File: config.mk
export PLATFORM = sky130hd
export DESIGN_NAME = gfx_demo_top
export DESIGN_NICKNAME = d
export VERILOG_FILES = /design/src/source/gfx_pkg.sv /design/src/source/gfx_px_if.sv /design/src/source/gfx_rect_draw.sv /design/src/source/gfx_fb_arbiter.sv /design/src/source/vga_timing.sv /design/src/source/gfx_demo_top.sv
export SDC_FILE = /design/constraint.sdc
export NUM_CORES = 2
export LEC_CHECK = 0
export ABC_CLOCK_PERIOD_IN_PS = 11300
export BUFFER_PORTS_ARGS = -buffer_cell sky130_fd_sc_hd__buf_2
export CAP_MARGIN = 0
export CORE_MARGIN = 1.5
export CORE_UTILIZATION = 30
export DETAILED_ROUTE_END_ITERATION = 8
export GPL_TIMING_DRIVEN = 1
export PLACE_DENSITY_LB_ADDON = 0.05
export REMOVE_ABC_BUFFERS = 1
export SYNTH_ARGS = -nofsm -noshare
export SYNTH_HDL_FRONTEND = slang
export SYNTH_SLANG_ARGS = --single-unit
File: constraint.sdc
create_clock -name pixel_clk -period 11.3 [get_ports pixel_clk]
set_input_delay 2.26 -clock pixel_clk [delete_from_list [all_inputs] [get_ports pixel_clk]]
set_output_delay 2.26 -clock pixel_clk [all_outputs]
set_load 0.05 [all_outputs]
File: src/source/gfx_pkg.sv
package gfx_pkg;

  // Coordinate width covers the active area and the 24-count line counter.
  localparam int COORD_W = 5;

  // Width of one color channel.
  localparam int COLOR_W = 4;

  // 12-bit color, red in the top bits and blue in the bottom bits.
  typedef struct packed {
    logic [COLOR_W-1:0] red;
    logic [COLOR_W-1:0] green;
    logic [COLOR_W-1:0] blue;
  } rgb_t;

  // Filled rectangles write every position of the box, outlines only the border.
  typedef enum logic {
    SHAPE_FILL    = 1'b0,
    SHAPE_OUTLINE = 1'b1
  } shape_e;

endpackage

File: src/source/gfx_px_if.sv
`timescale 1ns/1ps

// Pixel writes travel from the drawer to the arbiter.
// Credits travel back, one pulse per pixel retired into memory.
interface gfx_px_if import gfx_pkg::*; ();

  logic               px_valid;
  logic [COORD_W-1:0] px_x;
  logic [COORD_W-1:0] px_y;
  rgb_t               px_color;
  logic               credit;

  modport source (
    output px_valid,
    output px_x,
    output px_y,
    output px_color,
    input  credit
  );

  modport sink (
    input  px_valid,
    input  px_x,
    input  px_y,
    input  px_color,
    output credit
  );

endinterface

File: src/source/gfx_rect_draw.sv
`timescale 1ns/1ps

module gfx_rect_draw import gfx_pkg::*; #(
  parameter int FIFO_DEPTH = 4
) (
  input  logic               pixel_clk,
  input  logic               rst_n,
  input  logic               cmd_valid,
  input  shape_e             cmd_kind,
  input  logic [COORD_W-1:0] cmd_x0,
  input  logic [COORD_W-1:0] cmd_y0,
  input  logic [COORD_W-1:0] cmd_x1,
  input  logic [COORD_W-1:0] cmd_y1,
  input  rgb_t               cmd_color,
  output logic               cmd_ready,
  gfx_px_if.source           px
);

  localparam int CREDIT_W = $clog2(FIFO_DEPTH + 1);

  logic                busy;
  logic [CREDIT_W-1:0] credits;

  shape_e             kind;
  logic [COORD_W-1:0] x0;
  logic [COORD_W-1:0] y0;
  logic [COORD_W-1:0] x1;
  logic [COORD_W-1:0] y1;
  rgb_t               color;
  logic [COORD_W-1:0] cur_x;
  logic [COORD_W-1:0] cur_y;

  logic last_col;
  logic last_row;
  logic on_border;
  logic emit;
  logic step;
  logic accept;

  assign accept    = cmd_valid && cmd_ready;
  assign cmd_ready = !busy;

  assign last_col  = (cur_x == x1);
  assign last_row  = (cur_y == y1);
  assign on_border = (cur_x == x0) || last_col || (cur_y == y0) || last_row;
  assign emit      = (kind == SHAPE_FILL) || on_border;

  // Interior positions of an outline are passed over without needing a credit.
  assign step = busy && (!emit || (credits != '0));

  assign px.px_valid = busy && emit && (credits != '0);
  assign px.px_x     = cur_x;
  assign px.px_y     = cur_y;
  assign px.px_color = color;

  always_ff @(posedge pixel_clk) begin
    if (rst_n) begin
      busy    <= 1'b0;
      credits <= CREDIT_W'(FIFO_DEPTH);
    end else begin
      // A returned credit and a spent one may land on the same edge.
      credits <= credits + CREDIT_W'(px.credit) - CREDIT_W'(px.px_valid);
      if (accept) begin
        busy <= 1'b1;
      end else if (step && last_col && last_row) begin
        busy <= 1'b0;
      end
    end
  end

  always_ff @(posedge pixel_clk) begin
    if (accept) begin
      kind  <= cmd_kind;
      x0    <= cmd_x0;
      y0    <= cmd_y0;
      x1    <= cmd_x1;
      y1    <= cmd_y1;
      color <= cmd_color;
      cur_x <= cmd_x0;
      cur_y <= cmd_y0;
    end else if (step) begin
      if (last_col) begin
        cur_x <= x0;
        if (!last_row) begin
          cur_y <= cur_y + 1'b1;
        end
      end else begin
        cur_x <= cur_x + 1'b1;
      end
    end
  end

endmodule

File: src/source/gfx_fb_arbiter.sv
`timescale 1ns/1ps

module gfx_fb_arbiter import gfx_pkg::*; #(
  parameter int H_ACTIVE   = 16,
  parameter int V_ACTIVE   = 12,
  parameter int FIFO_DEPTH = 4
) (
  input  logic               pixel_clk,
  input  logic               rst_n,
  input  logic               fetch,
  input  logic [COORD_W-1:0] fetch_x,
  input  logic [COORD_W-1:0] fetch_y,
  output rgb_t               fetch_color,
  gfx_px_if.sink             px
);

  localparam int MEM_DEPTH = H_ACTIVE * V_ACTIVE;
  localparam int ADDR_W    = $clog2(MEM_DEPTH);
  localparam int PTR_W     = (FIFO_DEPTH > 1) ? $clog2(FIFO_DEPTH) : 1;
  localparam int CNT_W     = $clog2(FIFO_DEPTH + 1);

  rgb_t mem [MEM_DEPTH];

  logic [COORD_W-1:0] q_x     [FIFO_DEPTH];
  logic [COORD_W-1:0] q_y     [FIFO_DEPTH];
  rgb_t               q_color [FIFO_DEPTH];

  logic [PTR_W-1:0] wr_ptr;
  logic [PTR_W-1:0] rd_ptr;
  logic [CNT_W-1:0] count;

  logic              push;
  logic              pop;
  logic [ADDR_W-1:0] rd_addr;
  logic [ADDR_W-1:0] wr_addr;

  // Scan-out owns the memory during active video, so writes only drain in blanking.
  assign push = px.px_valid;
  assign pop  = !fetch && (count != '0);

  assign px.credit = pop;

  assign rd_addr = ADDR_W'(fetch_y) * ADDR_W'(H_ACTIVE) + ADDR_W'(fetch_x);
  assign wr_addr = ADDR_W'(q_y[rd_ptr]) * ADDR_W'(H_ACTIVE) + ADDR_W'(q_x[rd_ptr]);

  always_ff @(posedge pixel_clk) begin
    if (rst_n) begin
      wr_ptr <= '0;
      rd_ptr <= '0;
      count  <= '0;
    end else begin
      if (push) begin
        wr_ptr <= (wr_ptr == PTR_W'(FIFO_DEPTH - 1)) ? '0 : wr_ptr + 1'b1;
      end
      if (pop) begin
        rd_ptr <= (rd_ptr == PTR_W'(FIFO_DEPTH - 1)) ? '0 : rd_ptr + 1'b1;
      end
      count <= count + CNT_W'(push) - CNT_W'(pop);
    end
  end

  always_ff @(posedge pixel_clk) begin
    if (push) begin
      q_x[wr_ptr]     <= px.px_x;
      q_y[wr_ptr]     <= px.px_y;
      q_color[wr_ptr] <= px.px_color;
    end
  end

  // One port: a read when scan-out fetches, otherwise a write of the queue head.
  always_ff @(posedge pixel_clk) begin
    if (fetch) begin
      fetch_color <= mem[rd_addr];
    end else if (pop) begin
      mem[wr_addr] <= q_color[rd_ptr];
    end
  end

endmodule

File: src/source/vga_timing.sv
`timescale 1ns/1ps

module vga_timing import gfx_pkg::*; #(
  parameter int H_ACTIVE = 16,
  parameter int H_FP     = 2,
  parameter int H_SYNC   = 3,
  parameter int H_BP     = 3,
  parameter int V_ACTIVE = 12,
  parameter int V_FP     = 1,
  parameter int V_SYNC   = 2,
  parameter int V_BP     = 1
) (
  input  logic               pixel_clk,
  input  logic               rst_n,
  input  rgb_t               fetch_color,
  output logic               fetch,
  output logic [COORD_W-1:0] fetch_x,
  output logic [COORD_W-1:0] fetch_y,
  output logic               hsync,
  output logic               vsync,
  output logic               de,
  output rgb_t               rgb
);

  localparam int H_TOTAL = H_ACTIVE + H_FP + H_SYNC + H_BP;
  localparam int V_TOTAL = V_ACTIVE + V_FP + V_SYNC + V_BP;

  localparam logic [COORD_W-1:0] H_LAST      = COORD_W'(H_TOTAL - 1);
  localparam logic [COORD_W-1:0] V_LAST      = COORD_W'(V_TOTAL - 1);
  localparam logic [COORD_W-1:0] H_ACT_END   = COORD_W'(H_ACTIVE);
  localparam logic [COORD_W-1:0] V_ACT_END   = COORD_W'(V_ACTIVE);
  localparam logic [COORD_W-1:0] H_SYNC_BEG  = COORD_W'(H_ACTIVE + H_FP);
  localparam logic [COORD_W-1:0] H_SYNC_END  = COORD_W'(H_ACTIVE + H_FP + H_SYNC);
  localparam logic [COORD_W-1:0] V_SYNC_BEG  = COORD_W'(V_ACTIVE + V_FP);
  localparam logic [COORD_W-1:0] V_SYNC_END  = COORD_W'(V_ACTIVE + V_FP + V_SYNC);

  logic [COORD_W-1:0] h_cnt;
  logic [COORD_W-1:0] v_cnt;

  logic active;
  logic hsync_raw;
  logic vsync_raw;
  logic hsync_d1;
  logic vsync_d1;
  logic de_d1;

  always_ff @(posedge pixel_clk) begin
    if (rst_n) begin
      h_cnt <= '0;
      v_cnt <= '0;
    end else if (h_cnt == H_LAST) begin
      h_cnt <= '0;
      v_cnt <= (v_cnt == V_LAST) ? '0 : v_cnt + 1'b1;
    end else begin
      h_cnt <= h_cnt + 1'b1;
    end
  end

  assign active    = (h_cnt < H_ACT_END) && (v_cnt < V_ACT_END);
  // Sync pulses are active low.
  assign hsync_raw = !((h_cnt >= H_SYNC_BEG) && (h_cnt < H_SYNC_END));
  assign vsync_raw = !((v_cnt >= V_SYNC_BEG) && (v_cnt < V_SYNC_END));

  assign fetch   = active;
  assign fetch_x = h_cnt;
  assign fetch_y = v_cnt;

  // The first stage waits out the memory read, the second stage lines up with the color.
  always_ff @(posedge pixel_clk) begin
    if (rst_n) begin
      hsync_d1 <= 1'b1;
      vsync_d1 <= 1'b1;
      de_d1    <= 1'b0;
      hsync    <= 1'b1;
      vsync    <= 1'b1;
      de       <= 1'b0;
      rgb      <= '0;
    end else begin
      hsync_d1 <= hsync_raw;
      vsync_d1 <= vsync_raw;
      de_d1    <= active;
      hsync    <= hsync_d1;
      vsync    <= vsync_d1;
      de       <= de_d1;
      rgb      <= de_d1 ? fetch_color : '0;
    end
  end

endmodule

File: src/source/gfx_demo_top.sv
`timescale 1ns/1ps

module gfx_demo_top import gfx_pkg::*; #(
  parameter int H_ACTIVE   = 16,
  parameter int H_FP       = 2,
  parameter int H_SYNC     = 3,
  parameter int H_BP       = 3,
  parameter int V_ACTIVE   = 12,
  parameter int V_FP       = 1,
  parameter int V_SYNC     = 2,
  parameter int V_BP       = 1,
  parameter int FIFO_DEPTH = 4
) (
  input  logic               pixel_clk,
  input  logic               rst_n,
  input  logic               cmd_valid,
  input  shape_e             cmd_kind,
  input  logic [COORD_W-1:0] cmd_x0,
  input  logic [COORD_W-1:0] cmd_y0,
  input  logic [COORD_W-1:0] cmd_x1,
  input  logic [COORD_W-1:0] cmd_y1,
  input  rgb_t               cmd_color,
  output logic               cmd_ready,
  output logic               hsync,
  output logic               vsync,
  output logic               de,
  output logic [COLOR_W-1:0] red,
  output logic [COLOR_W-1:0] grn,
  output logic [COLOR_W-1:0] blu
);

  logic               fetch;
  logic [COORD_W-1:0] fetch_x;
  logic [COORD_W-1:0] fetch_y;
  rgb_t               fetch_color;
  rgb_t               rgb;

  gfx_px_if px_bus ();

  gfx_rect_draw #(
    .FIFO_DEPTH (FIFO_DEPTH)
  ) gfx_rect_draw_inst (
    .pixel_clk (pixel_clk),
    .rst_n     (rst_n),
    .cmd_valid (cmd_valid),
    .cmd_kind  (cmd_kind),
    .cmd_x0    (cmd_x0),
    .cmd_y0    (cmd_y0),
    .cmd_x1    (cmd_x1),
    .cmd_y1    (cmd_y1),
    .cmd_color (cmd_color),
    .cmd_ready (cmd_ready),
    .px        (px_bus.source)
  );

  gfx_fb_arbiter #(
    .H_ACTIVE   (H_ACTIVE),
    .V_ACTIVE   (V_ACTIVE),
    .FIFO_DEPTH (FIFO_DEPTH)
  ) gfx_fb_arbiter_inst (
    .pixel_clk   (pixel_clk),
    .rst_n       (rst_n),
    .fetch       (fetch),
    .fetch_x     (fetch_x),
    .fetch_y     (fetch_y),
    .fetch_color (fetch_color),
    .px          (px_bus.sink)
  );

  vga_timing #(
    .H_ACTIVE (H_ACTIVE),
    .H_FP     (H_FP),
    .H_SYNC   (H_SYNC),
    .H_BP     (H_BP),
    .V_ACTIVE (V_ACTIVE),
    .V_FP     (V_FP),
    .V_SYNC   (V_SYNC),
    .V_BP     (V_BP)
  ) vga_timing_inst (
    .pixel_clk   (pixel_clk),
    .rst_n       (rst_n),
    .fetch_color (fetch_color),
    .fetch       (fetch),
    .fetch_x     (fetch_x),
    .fetch_y     (fetch_y),
    .hsync       (hsync),
    .vsync       (vsync),
    .de          (de),
    .rgb         (rgb)
  );

  assign red = rgb.red;
  assign grn = rgb.green;
  assign blu = rgb.blue;

endmodule

==> flow_summary.ini <==
[die]
die_y_um = 568
die-area_mm2 = 0.322
core_area_mm2 = 0.318
die_w_um = 568
fp-row-count = 207
initial_core_util_pct = 30.1
ioPinCount = 52

[grt]
globalRouteOverflowTotal = 0
grt_pass1_wl_mm = 416
grt_pass1_vias = 48300
track_usage_pct = 18.6
antenna_found_initial = 19
grt_max_degree = 102

[clocking]
clock_path_buffers = 4
ctsHoldBuffers = 0
cts_tree = yes
post_cts_buffers = 0
cts_made_buffers = 297
clock_sinks = 2484
clk_latency_ns = 0.91
clk_pin_slew_worst_paths_ns = 0.06
root_buffer = clkbuf_16
cts_resized = 0
h-tree-depth = 5

[layout]
area_growth_pct = 16.4
utilization_pct = 35.1
drive_above_1_share_pct = 28.8
final_nets = 4825
fill_cells = 29600

[route]
drtAntennaViolNets = 0
routed_wirelength_mm = 302
vias = 45800
vias_per_cell = 5.00
drt_pass1_iterations = 5
route.detailed.drc = 0
drt_iter0_markers = 4347
wl_per_cell_um = 32.9

[status]
status = complete, no violations

[synthesis]
ys_warn_count = 0
yosysTopAreaCell = edfxtp_1
ys_top_cells_by_area = edfxtp_1 (77%), mux4_2 (14%), mux2i_1 (1.4%), nor2_1 (0.88%), dfxtp_1 (0.86%)
ys_seq_area_share_pct = 77.6
syn_area_mm2 = 0.0956
synth.most_common_cell = edfxtp_1
postSynthAreaPerCell_um2 = 21.6
synth_edf_count = 2443
async_reset_ff_share_pct = 0
synthCells = 4426
synth.top_cells.by_count = edfxtp_1 (2443), mux4_2 (584), nor2_1 (223)
synth_top_area_share_pct = 76.7
ys.flop_type = edfxtp_1
synth-seq-cells = 2484
synth_cell_type_count = 62

[hold_path]
min_to = vga_timing_inst.rgb[7]
hold_depth = 1
min_from = gfx_fb_arbiter_inst.fetch_color[7]
min-delay-path-class = flip-flop to flip-flop

[worst_setup_path]
worstReg2RegEnd = gfx_fb_arbiter_inst.fetch_color[10]
crit_arrival_ns = 5.83
r2r_cells = 8
critPathRequiredTime_ns = 11.91
worst-path-max-fanout = 62
r2r_setup_slack_ns = 6.08
worst-setup-path-type = flip-flop to flip-flop
r2r_start = vga_timing_inst.fetch_x[1]
worst_setup_path_end_kind = flip-flop
worst_setup_path_start_kind = flip-flop

[sta]
clock-skew-final_ns = 0.0472
tightest_slew_ns = 1.40
tns_ns = 0
fmax_mhz = 192
slew_viol_final = 0
finalHoldViolCount = 0
rsz0062_at_grt = false
setup_viol = 0
fin_crit_ns = 5.22
fin_crit_sh_pct = 46.2
slew_headroom_pct = 5.53

[pwr]
power_density_mw_per_mm2 = 186
p_leak_nw = 34.0
peakVddDrop_mv = 0.111

[place]
hpwlAfterDp_mm = 181
portBuffers = 51
finalWeightedCongestion = 0.764

[job]
cap_viol_max_count = 0
==> logic make-up after synthesis <==
group / after synthesis / synth area share, %
AOI/OAI and AO/OA: 305 / 2.20
adders and majority gates: 21 / 0.290
muxes: 745 / 15.5
and+or+nand+nor: 569 / 2.69
xor gates and xnor gates: 39 / 0.357
buffers and inverters: 263 / 1.42
DFF: 2484 / 77.6
==> critical path, cell delays in order, from the launching register on <==
cell      delay (ns)
dfxtp_4         0.74
buf_12          0.49
buf_4           0.68
mux4_2          0.62
or2_2           0.31
o211ai_1        0.11
o21ai_0         0.54
o311ai_0        1.08
nand4_1         0.20
==> area by class of cell <==
| class | count | area [um2] | share of cell area [%] |
|---|---|---|---|
| Antenna cell | 2 | 5.00 | 0.00450 |
| Multi-Input combinational cell | 1679 | 20600 | 18.5 |
| Clock inverter | 142 | 1220 | 1.10 |
| Inverter | 14 | 60.1 | 0.0539 |
| Tap cell | 4180 | 5230 | 4.70 |
| Sequential cell | 2484 | 74200 | 66.6 |
| Timing Repair Buffer | 292 | 2160 | 1.94 |
| Clock buffer | 377 | 7890 | 7.09 |
==> cell usage in the layout (no fill, tap or decap), types with 9 or more instances in the layout <==
cell and count:
edfxtp_1 2443, mux4_2 572, clkbuf_16 303, buf_4 230, nor2_1 137, nand2_1 134
mux2i_1 131, nor2_2 86, clkbuf_1 71, o22ai_1 64, clkinv_1 60, buf_2 53
nand3_1 51, a21oi_1 49, a22oi_1 42, and2_1 41, clkinv_2 39, dfxtp_1 37
mux2_2 30, nor3_1 28, o21ai_0 25, xnor2_1 20, a31oi_1 18, o32ai_1 18
ha_1 18, xor2_1 17, nand2_2 16, bufinv_16 14, o22a_1 13, mux4_4 12
nor2b_1 12, a211oi_1 12, inv_1 11, o221ai_1 10, a2bb2oi_1 10, nand2b_1 9
inv_6 9
==> through the flow <==
| stage | hold WS (ns) | worst slack [ns] | total power [mW] | std cells | area, um2 |
|---|---|---|---|---|---|
| final | 0.458 | 6.08 | 20.7 | 9170 | 111000 |
| after global routing | 0.485 | 5.89 | 21.4 | 9170 | 111000 |
| after CTS | 0.457 | 5.96 | 21.1 | 9168 | 111000 |
| after detailed placement | 0.436 | 6.00 | 11.9 | 8649 | 102000 |
| after global placement | 0.432 | 5.53 | 11.9 | 8645 | 102000 |
| after floorplan | 0.389 | -12.83 | 11.9 | 4177 | 94300 |
==> power breakdown <==
group          leakage, nW  switching [mW]  internal (mW)
registers             22.3          0.0554           10.3
logic                 7.20           0.840          0.455
clock network         4.44            3.86           5.27
==> metal layers <==
layer  part of all wire [%]  track usage, %
met4                    2.1            4.22
met3                    3.8            2.29
met1                     47            26.8
met5                      0               0
met2                     47            29.9
==> state kept, by name, indices dropped and copies added, names as in the netlist, 2 cells and up, named ones only <==
signal / flops
gfx_fb_arbiter_inst.mem: 2304
gfx_fb_arbiter_inst.q_color: 48
gfx_fb_arbiter_inst.q_x: 20
gfx_fb_arbiter_inst.q_y: 16
gfx_fb_arbiter_inst.fetch_color: 12
gfx_rect_draw_inst.px.px_color: 12
vga_timing_inst.rgb: 12
gfx_rect_draw_inst.px.px_x: 5
gfx_rect_draw_inst.px.px_y: 5
gfx_rect_draw_inst.x0: 5
gfx_rect_draw_inst.x1: 5
gfx_rect_draw_inst.y0: 5
gfx_rect_draw_inst.y1: 5
vga_timing_inst.fetch_x: 5
vga_timing_inst.fetch_y: 5
gfx_fb_arbiter_inst.count: 3
gfx_rect_draw_inst.credits: 3
gfx_fb_arbiter_inst.rd_ptr: 2
gfx_fb_arbiter_inst.wr_ptr: 2
==> worst max-delay path by stage <==
stage | depth (start not counted) | from | slack [ns] | end
floorplan | 5 | vga_timing_inst.fetch_x[0] | -12.83 | gfx_fb_arbiter_inst.fetch_color[0]
global placement | 7 | vga_timing_inst.fetch_x[0] | 5.53 | gfx_fb_arbiter_inst.fetch_color[5]
detailed placement | 8 | vga_timing_inst.fetch_x[1] | 6.00 | gfx_fb_arbiter_inst.fetch_color[10]
CTS | 8 | vga_timing_inst.fetch_x[1] | 5.96 | gfx_fb_arbiter_inst.fetch_color[10]
global route | 8 | vga_timing_inst.fetch_x[1] | 5.89 | gfx_fb_arbiter_inst.fetch_color[10]
finish | 8 | vga_timing_inst.fetch_x[1] | 6.08 | gfx_fb_arbiter_inst.fetch_color[10]
Power figures use the tool's default switching activity.
